[config.mk]
export PLATFORM = sky130hd
export DESIGN_NAME = mem_access_top
export DESIGN_NICKNAME = d
export VERILOG_FILES = /design/src/mem_access_pkg.sv /design/src/mem_bus_if.sv /design/src/mem_access_top.sv /design/src/access_router.sv /design/src/write_through_cache.sv /design/src/uncached_port.sv
export SDC_FILE = /design/constraint.sdc
export NUM_CORES = 1
export LEC_CHECK = 0
export ABC_AREA = 1
export BUFFER_PORTS_ARGS = -buffer_cell sky130_fd_sc_hd__buf_2
export CORE_MARGIN = 2
export CORE_UTILIZATION = 60
export CTS_CLUSTER_DIAMETER = 100
export CTS_CLUSTER_SIZE = 14
export DETAILED_ROUTE_END_ITERATION = 6
export PLACE_DENSITY = 0.78
export SLEW_MARGIN = 20
export SYNTH_ARGS = -nofsm -noshare
export SYNTH_HDL_FRONTEND = slang
export SYNTH_SLANG_ARGS = --single-unit
export TNS_END_PERCENT = 100
[constraint.sdc]
create_clock -name clk -period 6.1 [get_ports clk]
set_input_delay 1.22 -clock clk [delete_from_list [all_inputs] [get_ports clk]]
set_output_delay 1.22 -clock clk [all_outputs]
set_load 0.1 [all_outputs]
[src/mem_access_pkg.sv]
package mem_access_pkg;

    ////////////////////
    // operation codes
    ////////////////////

    // cache maintenance rides on the same request channel as load/store
    typedef enum logic [1:0] {
        op_load  = 2'd0,
        op_store = 2'd1,
        op_inval = 2'd2
    } access_op_e;

    // shared by the cache and the uncached port
    typedef enum logic [1:0] {
        st_idle = 2'd0,
        st_addr = 2'd1,
        st_data = 2'd2,
        st_done = 2'd3
    } path_state_e;

    ////////////////////
    // address split
    ////////////////////

    // byte offset inside a one-word line
    localparam int offset_width = 2;
    // 16 lines
    localparam int index_width  = 4;
    // addr[31:6]
    localparam int tag_width    = 32 - index_width - offset_width;

    // addr[31:28] value that bypasses the cache
    localparam logic [3:0] uncached_region = 4'ha;

endpackage
[src/mem_bus_if.sv]
`timescale 1ns/10ps

interface mem_bus_if;

    // request side, held until addr_ok
    logic        req;
    logic        wr;
    logic [31:0] addr;
    logic [31:0] wdata;
    logic [3:0]  wstrb;

    // response side
    logic        addr_ok;
    logic        data_ok;
    logic [31:0] rdata;

    // path end
    modport master (
        output req, wr, addr, wdata, wstrb,
        input  addr_ok, data_ok, rdata
    );

    // router end
    modport slave (
        input  req, wr, addr, wdata, wstrb,
        output addr_ok, data_ok, rdata
    );

endinterface

[src/mem_access_top.sv]
`timescale 1ns/10ps

module mem_access_top (
    input  logic                       clk,
    input  logic                       rstn,
    input  logic                       pipe_valid,
    input  mem_access_pkg::access_op_e pipe_op,
    input  logic [31:0]                pipe_addr,
    input  logic [31:0]                pipe_wdata,
    input  logic [3:0]                 pipe_wstrb,
    output logic                       pipe_done,
    output logic [31:0]                pipe_rdata,
    output logic                       mem_req,
    output logic                       mem_wr,
    output logic [31:0]                mem_addr,
    output logic [31:0]                mem_wdata,
    output logic [3:0]                 mem_wstrb,
    input  logic                       mem_addr_ok,
    input  logic                       mem_data_ok,
    input  logic [31:0]                mem_rdata
);
    import mem_access_pkg::*;

    logic        cache_start;
    logic        cache_done;
    logic [31:0] cache_rdata;
    logic        unc_start;
    logic        unc_done;
    logic [31:0] unc_rdata;
    logic        unc_wr;

    mem_bus_if cache_bus ();
    mem_bus_if unc_bus ();

    // the uncached port never sees op_inval
    assign unc_wr = (pipe_op == op_store);

    write_through_cache cache_i (
        .clk   (clk),
        .rstn  (rstn),
        .start (cache_start),
        .op    (pipe_op),
        .addr  (pipe_addr),
        .wdata (pipe_wdata),
        .wstrb (pipe_wstrb),
        .done  (cache_done),
        .rdata (cache_rdata),
        .bus   (cache_bus.master)
    );

    uncached_port unc_i (
        .clk   (clk),
        .rstn  (rstn),
        .start (unc_start),
        .wr    (unc_wr),
        .addr  (pipe_addr),
        .wdata (pipe_wdata),
        .wstrb (pipe_wstrb),
        .done  (unc_done),
        .rdata (unc_rdata),
        .bus   (unc_bus.master)
    );

    access_router router_i (
        .clk         (clk),
        .rstn        (rstn),
        .pipe_valid  (pipe_valid),
        .pipe_op     (pipe_op),
        .pipe_addr   (pipe_addr),
        .pipe_done   (pipe_done),
        .pipe_rdata  (pipe_rdata),
        .cache_start (cache_start),
        .unc_start   (unc_start),
        .cache_done  (cache_done),
        .cache_rdata (cache_rdata),
        .unc_done    (unc_done),
        .unc_rdata   (unc_rdata),
        .cache_bus   (cache_bus.slave),
        .unc_bus     (unc_bus.slave),
        .mem_req     (mem_req),
        .mem_wr      (mem_wr),
        .mem_addr    (mem_addr),
        .mem_wdata   (mem_wdata),
        .mem_wstrb   (mem_wstrb),
        .mem_addr_ok (mem_addr_ok),
        .mem_data_ok (mem_data_ok),
        .mem_rdata   (mem_rdata)
    );

endmodule

[src/access_router.sv]
`timescale 1ns/10ps

module access_router (
    input  logic                       clk,
    input  logic                       rstn,
    input  logic                       pipe_valid,
    input  mem_access_pkg::access_op_e pipe_op,
    input  logic [31:0]                pipe_addr,
    output logic                       pipe_done,
    output logic [31:0]                pipe_rdata,
    output logic                       cache_start,
    output logic                       unc_start,
    input  logic                       cache_done,
    input  logic [31:0]                cache_rdata,
    input  logic                       unc_done,
    input  logic [31:0]                unc_rdata,
    mem_bus_if.slave                   cache_bus,
    mem_bus_if.slave                   unc_bus,
    output logic                       mem_req,
    output logic                       mem_wr,
    output logic [31:0]                mem_addr,
    output logic [31:0]                mem_wdata,
    output logic [3:0]                 mem_wstrb,
    input  logic                       mem_addr_ok,
    input  logic                       mem_data_ok,
    input  logic [31:0]                mem_rdata
);
    import mem_access_pkg::*;

    logic busy_q;
    logic owner_unc_q;
    logic accept;
    logic route_unc;

    ////////////////////
    // dispatch
    ////////////////////

    assign accept = pipe_valid && !busy_q;
    // invalidate always goes to the cache, whatever the region
    assign route_unc = (pipe_addr[31:28] == uncached_region) && (pipe_op != op_inval);

    assign cache_start = accept && !route_unc;
    assign unc_start   = accept && route_unc;

    always_ff @(posedge clk or negedge rstn) begin
        if (!rstn) begin
            busy_q      <= 1'b0;
            owner_unc_q <= 1'b0;
        end else if (accept) begin
            busy_q      <= 1'b1;
            owner_unc_q <= route_unc;
        end else if (pipe_done) begin
            busy_q <= 1'b0;
        end
    end

    assign pipe_done  = owner_unc_q ? unc_done : cache_done;
    assign pipe_rdata = owner_unc_q ? unc_rdata : cache_rdata;

    ////////////////////
    // memory port
    ////////////////////

    always_comb begin
        if (owner_unc_q) begin
            mem_req   = unc_bus.req;
            mem_wr    = unc_bus.wr;
            mem_addr  = unc_bus.addr;
            mem_wdata = unc_bus.wdata;
            mem_wstrb = unc_bus.wstrb;
        end else begin
            mem_req   = cache_bus.req;
            mem_wr    = cache_bus.wr;
            mem_addr  = cache_bus.addr;
            mem_wdata = cache_bus.wdata;
            mem_wstrb = cache_bus.wstrb;
        end
    end

    // acknowledges reach the owner only
    assign cache_bus.addr_ok = !owner_unc_q && mem_addr_ok;
    assign cache_bus.data_ok = !owner_unc_q && mem_data_ok;
    assign cache_bus.rdata   = mem_rdata;
    assign unc_bus.addr_ok   = owner_unc_q && mem_addr_ok;
    assign unc_bus.data_ok   = owner_unc_q && mem_data_ok;
    assign unc_bus.rdata     = mem_rdata;

endmodule

[src/write_through_cache.sv]
`timescale 1ns/10ps

module write_through_cache (
    input  logic                     clk,
    input  logic                     rstn,
    input  logic                     start,
    input  mem_access_pkg::access_op_e op,
    input  logic [31:0]              addr,
    input  logic [31:0]              wdata,
    input  logic [3:0]               wstrb,
    output logic                     done,
    output logic [31:0]              rdata,
    mem_bus_if.master                bus
);
    import mem_access_pkg::*;

    localparam int lines = 1 << index_width;

    path_state_e state, next_state;

    logic [lines-1:0]     valid_q;
    logic [tag_width-1:0] tag_arr  [lines];
    logic [31:0]          data_arr [lines];
    logic [31:0]          rdata_q;

    logic [index_width-1:0] idx;
    logic [tag_width-1:0]   tag;
    logic                   hit;
    logic                   fill;
    logic                   merge;
    logic                   inval;

    ////////////////////
    // lookup
    ////////////////////

    assign idx = addr[offset_width +: index_width];
    assign tag = addr[31 -: tag_width];
    assign hit = valid_q[idx] && (tag_arr[idx] == tag);

    // miss refill lands with data_ok
    assign fill  = (state == st_data) && bus.data_ok;
    // store hit merges when memory takes the write
    assign merge = (state == st_addr) && (op == op_store) && hit && bus.addr_ok;
    assign inval = (state == st_addr) && (op == op_inval);

    ////////////////////
    // control
    ////////////////////

    always_ff @(posedge clk or negedge rstn) begin
        if (!rstn) begin
            state <= st_idle;
        end else begin
            state <= next_state;
        end
    end

    always_comb begin
        next_state = state;
        case (state)
            st_idle: begin
                if (start) begin
                    next_state = st_addr;
                end
            end
            st_addr: begin
                case (op)
                    op_inval: next_state = st_done;
                    op_store: begin
                        if (bus.addr_ok) begin
                            next_state = st_done;
                        end
                    end
                    default: begin
                        if (hit) begin
                            next_state = st_done;
                        end else if (bus.addr_ok) begin
                            next_state = st_data;
                        end
                    end
                endcase
            end
            st_data: begin
                if (bus.data_ok) begin
                    next_state = st_done;
                end
            end
            default: begin
                next_state = st_idle;
            end
        endcase
    end

    always_ff @(posedge clk or negedge rstn) begin
        if (!rstn) begin
            valid_q <= '0;
        end else if (inval) begin
            valid_q[idx] <= 1'b0;
        end else if (fill) begin
            valid_q[idx] <= 1'b1;
        end
    end

    ////////////////////
    // arrays
    ////////////////////

    always_ff @(posedge clk) begin
        if (fill) begin
            tag_arr[idx]  <= tag;
            data_arr[idx] <= bus.rdata;
        end else if (merge) begin
            for (int b = 0; b < 4; b++) begin
                if (wstrb[b]) begin
                    data_arr[idx][8*b +: 8] <= wdata[8*b +: 8];
                end
            end
        end
    end

    always_ff @(posedge clk) begin
        if (state == st_addr && op == op_load && hit) begin
            rdata_q <= data_arr[idx];
        end else if (fill) begin
            rdata_q <= bus.rdata;
        end
    end

    // memory is only asked for stores and load misses
    assign bus.req   = (state == st_addr) && ((op == op_store) || (op == op_load && !hit));
    assign bus.wr    = (op == op_store);
    assign bus.addr  = addr;
    assign bus.wdata = wdata;
    assign bus.wstrb = wstrb;

    assign done  = (state == st_done);
    assign rdata = rdata_q;

endmodule

[src/uncached_port.sv]
`timescale 1ns/10ps

module uncached_port (
    input  logic        clk,
    input  logic        rstn,
    input  logic        start,
    input  logic        wr,
    input  logic [31:0] addr,
    input  logic [31:0] wdata,
    input  logic [3:0]  wstrb,
    output logic        done,
    output logic [31:0] rdata,
    mem_bus_if.master   bus
);
    import mem_access_pkg::*;

    path_state_e state, next_state;
    logic [31:0] rdata_q;

    always_ff @(posedge clk or negedge rstn) begin
        if (!rstn) begin
            state <= st_idle;
        end else begin
            state <= next_state;
        end
    end

    always_comb begin
        next_state = state;
        case (state)
            st_idle: begin
                if (start) begin
                    next_state = st_addr;
                end
            end
            st_addr: begin
                // a write is finished once the address is taken
                if (bus.addr_ok) begin
                    next_state = wr ? st_done : st_data;
                end
            end
            st_data: begin
                if (bus.data_ok) begin
                    next_state = st_done;
                end
            end
            default: begin
                next_state = st_idle;
            end
        endcase
    end

    // read word captured with data_ok
    always_ff @(posedge clk) begin
        if (state == st_data && bus.data_ok) begin
            rdata_q <= bus.rdata;
        end
    end

    // request fields come straight from the pipeline, which holds them
    assign bus.req   = (state == st_addr);
    assign bus.wr    = wr;
    assign bus.addr  = addr;
    assign bus.wdata = wdata;
    assign bus.wstrb = wstrb;

    assign done  = (state == st_done);
    assign rdata = rdata_q;

endmodule

; Word level (Yosys, flattened, before mapping)
; Memory sizes are Yosys's and may differ from the RTL's. A register that Yosys moved wholly into a read port is not among the register bits.
; Cells that the tools add are included.
[word_totals]
inputBits = 107
n_memories = 2
elab_cells = 113
ff_bits = 54
output_inout_bits = 103
ramBits = 928
[mem_list]
columns = memory, words, word_bits, rd, rd_ports_with_merged_regs, write_ports, line
row1 = cache_i.data_arr, 16, 32, 1, 1, 1, write_through_cache.sv:23  ; logic [31:0] data_arr [lines];
row2 = cache_i.tag_arr, 16, 26, 1, 0, 1, write_through_cache.sv:22  ; logic [tag_width-1:0] tag_arr [lines];
[classes]
eq_ne = 18
n_reduce_logical = 33
muxes = 45
n_bitwise = 7
magnitude_cmp = 2
[op_table]
columns = op, count
row1 = two-way mux 16 bit, 2
row2 = two-way mux 32 bit, 1
row3 = two-way mux 8 bit, 4
row4 = equality test 26 bit, 1
row5 = two-way mux 1 bit, 25
row6 = logical AND 1 bit, 20
row7 = bitwise AND 16 bit, 1
row8 = two-way mux 2 bit, 8
row9 = inverter 16 bit, 1
row10 = OR 16 bit, 1
row11 = case mux 2 bit (3 select lines), 2
row12 = "equality test 2 bit, second input constant", 5
row13 = "!= test 2 x 1 -> 1 bit, second input constant", 4
row14 = "equality test 2 x 1 -> 1 bit, second input constant", 3
row15 = logical NOT 2 bit, 3
row16 = nonzero test 2 bit, 3
row17 = "< comparator 4 x 5 -> 1 bit, second input constant", 1
row18 = binary-select mux 1 bit (select 4 bit), 1
row19 = demux 1 bit (select 4 bit), 1
row20 = "equality test 4 bit, second input constant", 1
row21 = ">= comparator 4 x 1 -> 1 bit, second input constant", 1
row22 = logical NOT 1 bit, 4
row23 = "!= test 2 bit, second input constant", 2
row24 = "!= test 4 x 2 -> 1 bit, second input constant", 1
row25 = other kinds (6), 9

; Logic depth before layout (Yosys ltp)
[depth]
ltp_word = 9
mapped_depth = 24
depth_no_buf = 22

; Modules after synthesis
; A second synthesis with hierarchy kept.
[unflattened]
cells_unflattened = 3656
hier_area_um2 = 43893.3
[modules_own_cells]
columns = mod, area_each_um2, cells_per_inst, instances, seq_area_each_um2
row1 = write_through_cache, 40303.7, 3317, 1, 29278.1
row2 = access_router, 1906.8, 207, 1, 50.0
row3 = uncached_port, 1672.9, 130, 1, 1011.0
row4 = mem_access_top, 10.0, 2, 1, 0.0

; Least setup slack after synthesis
; No wires, ideal clock.
[synth_timing]
kind = input to register
startpoint = input pipe_addr[2]
endpoint = register cache_i.rdata_q[0] (netlist: cache_i.rdata[0]), read port of cache_i.data_arr, enable pin
stages = 17
setup_ns = 0.466
path_buffers = 2
arrival_ns = 4.902
setup_slack_ns = 0.733
required_ns = 5.634
cell_sequence = inv_2 buf_4 clkbuf_1 nand2_1 nand2_1 nand2_1 nand2_1 nand2_1 nand2_1 nor2_1 nand2_1 nand2_1 nor2_1 nand3_1 nor2_1 nand2_2 o21ai_0
[synth_between]
elab_chain_len = 5
[synth_lines]
columns = element, line
row1 = "start, declared", mem_access_top.sv:8  ; input logic [31:0] pipe_addr,
row2 = memory read (16 x 26 bit) or binary-select mux 1 bit (select 4 bit) (tied branches), n/a
row3 = equality test 26 bit or two-way mux 1 bit (tied branches), write_through_cache.sv:39  ; assign hit = valid_q[idx] && (tag_arr[idx] == tag);
row4 = logical AND 1 bit, write_through_cache.sv:39
row5 = logical AND 1 bit, write_through_cache.sv:123  ; if (state == st_addr && op == op_load && hit) begin
row6 = nonzero test 2 bit (no source line), n/a
row7 = "end, declared", write_through_cache.sv:24  ; logic [31:0] rdata_q;
; Several ways; a longest one is shown, not always the timed one. The select of a mux whose other input is x is not followed.
; A chain may end at the register's enable or synchronous reset.

; Worst setup path after layout
[layout_timing]
startpoint = input pipe_addr[2]
endpoint = output mem_req
[layout_between]
elab_chain_len = 8
[layout_lines]
columns = element, line
row1 = memory read (16 x 26 bit) or binary-select mux 1 bit (select 4 bit) (tied branches), n/a
row2 = equality test 26 bit or two-way mux 1 bit (tied branches), write_through_cache.sv:39
row3 = logical AND 1 bit (*), write_through_cache.sv:39
row4 = logical NOT 1 bit (*), write_through_cache.sv:131  ; assign bus.req = (state == st_addr) && ((op == op_store) || (op == op_load && !hit));
row5 = logical AND 1 bit (*), write_through_cache.sv:131
row6 = logical OR 1 bit (*), write_through_cache.sv:131
row7 = logical AND 1 bit (*), write_through_cache.sv:131
row8 = two-way mux 1 bit (*), access_router.sv:66  ; if (owner_unc_q) begin
row9 = "end, declared", mem_access_top.sv:13  ; output logic mem_req,
; Every way passes the cells marked *; elsewhere a longest branch is shown, timed or not. The select of a mux whose other input is x is not followed.

==> impl_metrics.csv <==
group,metric,value,unit
run_status,status,"finished clean",
setup_path,endpoint_kind,"output port",
routing,drt_iter0_markers,3205,
timing,tns,0,ns
power_and_ir_drop,pwr-share-clk,31.8,%
worst_hold_path,hp-class,"reg2reg",
setup_path,max_stage_delay,0.70,ns
timing,fin_skew,0.0277,ns
power_and_ir_drop,p_leak,17.4,nW
clocking,ctsHoldBuffers,0,
power_and_ir_drop,power.internal,10.9,mW
logic_synthesis,ys_types,35,
clocking,clock_latency,0.64,ns
timing,setup_violations,0,
setup_path,path_cells,"buf_6 -> inv_4 -> buf_4 -> nand2_1 -> nand2_1 -> nand2_1 -> nand2_1 -> nand2_1 -> nand2_1 -> o21ai_0 -> nand2_1 -> nor2_1 -> nand3_1 -> nor2_1 -> nand2_2 -> nand3_1 -> a31oi_1 -> buf_2",
timing,final.min_clock_period,5.88,ns
timing,finalHoldViolCount,0,
floorplan,die_area,72100,um^2
timing,final.period_utilization,96.5,%
clocking,clock-sinks,1014,
clocking,cts_buffer_depth,3,
logic_synthesis,mappedNetlistArea,42000,um^2
floorplan,chipHeight,269,um
logic_synthesis,synth_mux_area_share,0.0268,%
floorplan,die-width,269,um
logic_synthesis,synth_top_family_by_area,"simple AND/OR/NAND/NOR gates",
logic_synthesis,synth_fa_ha_area_share,0.328,%
placed_design,io_buffer_count,205,
routing,via_per_inst,5.98,
logic_synthesis,synth-edff-count,992,
finish,layout_commonest_cell,"nand2_1",
timing,max_slew_margin,21.9,%
setup_path,critPathSlowestCell,"o21ai_0",
power_and_ir_drop,pwr_density_cell,330,nW/um^2
logic_synthesis,synth_nets,3629,
setup_path,worstPathArrival,4.66,ns
power_and_ir_drop,p_comb_share,15.7,%
logic_synthesis,synth-xor-area-share,0,%
floorplan,pin_count,210,
clocking,root_buffer,"clkbuf_16",
clocking,cts_tree,"done",
finish,final_cell_mix,"1271 x nand2_1, 992 x edfxtp_1, 256 x a22oi_1",
global_routing,grt_max_degree,102,
timing,timing.fmax,0.170,GHz
global_routing,grt_pass1_wl,159000,um
routing,vias,27595,
global_routing,antenna_found_initial,2,
logic_synthesis,yosysWarningCount,0,
routing,totalWireLength,107000,um
setup_path,cp_max_fo,44,
logic_synthesis,netlist_instances,3511,
finish,layout.nets,3763,
clocking,htree_levels,3,
power_and_ir_drop,vdd_drop_max,217,uV
global_routing,first_global_vias,26620,
power_and_ir_drop,p_switching,4.33,mW
setup_path,critical_path_required,4.88,ns
routing,wl_per_cell,23.1,um
floorplan,fp.coreArea,68900,um^2
global_routing,grtUsageTotal,29.6,%
logic_synthesis,synthFlopType,"edfxtp_1",
placed_design,dp_hpwl,64500,um
power_and_ir_drop,switching_share,28.4,%
finish,finalInstanceArea,46100,um^2
routing,dr.pass1.iters,6,
setup_path,crit_type,"in2out",
routing,ant_nets,0,
power_and_ir_drop,seqPwrFrac,52.6,%
setup_path,crit_top_cell,"nand2_1",
floorplan,start_util,60.9,%
logic_synthesis,synth_seq_cells,1014,
placed_design,dpl_cell_area,43800,um^2
logic_synthesis,synth_seq_area_share,72.3,%
setup_path,start_kind,"input pin",
placed_design,place_congestion,0.843,
global_routing,grt_remaining_overflow,0,
clocking,clkTransAtPathRegs,0.06,ns
timing,slew_viol_final,0,
finish,drive_above_1_share,11.6,%
clocking,postCtsResizedCells,0,
timing,rsz0062_at_grt,"no",
logic_synthesis,synthArstFlopShare,2.17,%
logic_synthesis,synth-compound-area-share,7.06,%
routing,drc,0,
logic_synthesis,avgSynthCellArea,12.0,um^2
clocking,cts_buffers,82,
job,max-cap-violations,0,
timing,worst_pin_slew,1.17,ns
clocking,postCtsSetupRepairBufs,0,
finish,n_antenna_cell,0,
floorplan,rows,96,
logic_synthesis,synth-simple-area-share,16.0,%
finish,syn_to_final_growth,9.91,%
==> flip-flops by register name, indices dropped and copies added, names as in the netlist, named ones only <==
signal / cells
cache_i.tag_arr: 416
cache_i.data_arr: 512
unc_i.state: 2
router_i.owner_unc_q: 1
router_i.busy_q: 1
cache_i.state: 2
cache_i.rdata: 32
unc_i.rdata: 32
==> power groups by stage <==
| stage | combinational, mW | sequential, mW | clock (mW) |
|---|---|---|---|
| 3_5_place_dp | 2.36 | 8.16 | 0 |
| 4_1_cts | 2.37 | 8.01 | 4.86 |
| 3_3_place_gp | 2.32 | 8.15 | 0 |
| 2_1_floorplan | 1.73 | 8.14 | 0 |
| 6_report | 2.39 | 8.01 | 4.85 |
| 5_1_grt | 2.54 | 8.03 | 5.11 |
==> through the flow <==
step	std cells	worst slack, ns	hold slack [ns]	util (%)	power (mW)
6_report	4613	0.216	0.531	66.9	15.2
5_1_grt	4613	0.131	0.568	66.9	15.7
4_1_cts	4611	0.320	0.532	66.8	15.2
3_5_place_dp	4490	0.183	0.517	63.5	10.5
3_3_place_gp	4487	0.236	0.506	63.4	10.5
2_1_floorplan	3511	0.733	0.487	-	9.87
==> layout make-up <==
class	instances	area, um^2
inverter	133	508
multi-input combinational	2126	10000
clock inverter	6	73.8
sequential	1014	30300
timing repair buffer	288	1830
clock buffer	115	2220
tap	931	1160
fill	4858	22800
==> worst max-delay path: cells and delay by family <==
kind,cells,cell delay (ns)
buffers and inverters,4,1.23
AOI/OAI and AO/OA,2,0.79
and+or+nand+nor,12,1.37
==> kinds of logic (layout without fill, tap and decap cells) <==
group | Yosys count | count (layout)
compound gates | 456 | 456
fa+ha+maj | 11 | 11
buf+inv | 371 | 542
flops | 1014 | 1014
mux | 1 | 1
simple gates | 1658 | 1658
==> layer usage <==
metal	track usage [%]	wire length, um
met5	0	26
met4	13.7	5230
met3	5.23	10600
met1	39.0	39200
met2	48.5	51600
==> path summary, 6_finish.rpt <==
check / startpoint / end / slack (ns) / depth (start not counted)
worst max-delay path: pipe_addr[2] / mem_req / 0.22 / 18
worst min-delay path: flip-flop / flip-flop / 0.53 / 2
worst max register to register: cache_i.tag_arr[10][15]$_DFFE_PP_ / cache_i.data_arr[9][12]$_DFFE_PP_ / 1.62 / 16
worst min register to register: flip-flop / flip-flop / 0.53 / 2
max in group asynchronous: rstn / router_i.owner_unc_q$_DFFE_PN0P_ / 5.14 / 1
min in group asynchronous: rstn / unc_i.state[1]$_DFFE_PN0P_ / 0.57 / 1
==> cell usage after synthesis (all sizes together), types with 10 or more instances <==
| library cell | instances | area (um^2) |
|---|---|---|
| a21oi | 150 | 751 |
| a22oi | 256 | 1920 |
| and2 | 32 | 200 |
| buf | 157 | 1010 |
| clkbuf | 81 | 304 |
| dfrtp | 22 | 551 |
| edfxtp | 992 | 29800 |
| ha | 11 | 138 |
| inv | 130 | 488 |
| nand2 | 1283 | 4870 |
| nand3 | 77 | 385 |
| nand4 | 42 | 263 |
| nor2 | 185 | 718 |
| o21ai | 30 | 150 |
| o21bai | 10 | 75.1 |
| or4 | 32 | 240 |
No activity file was read; power rests on OpenSTA's default activity.
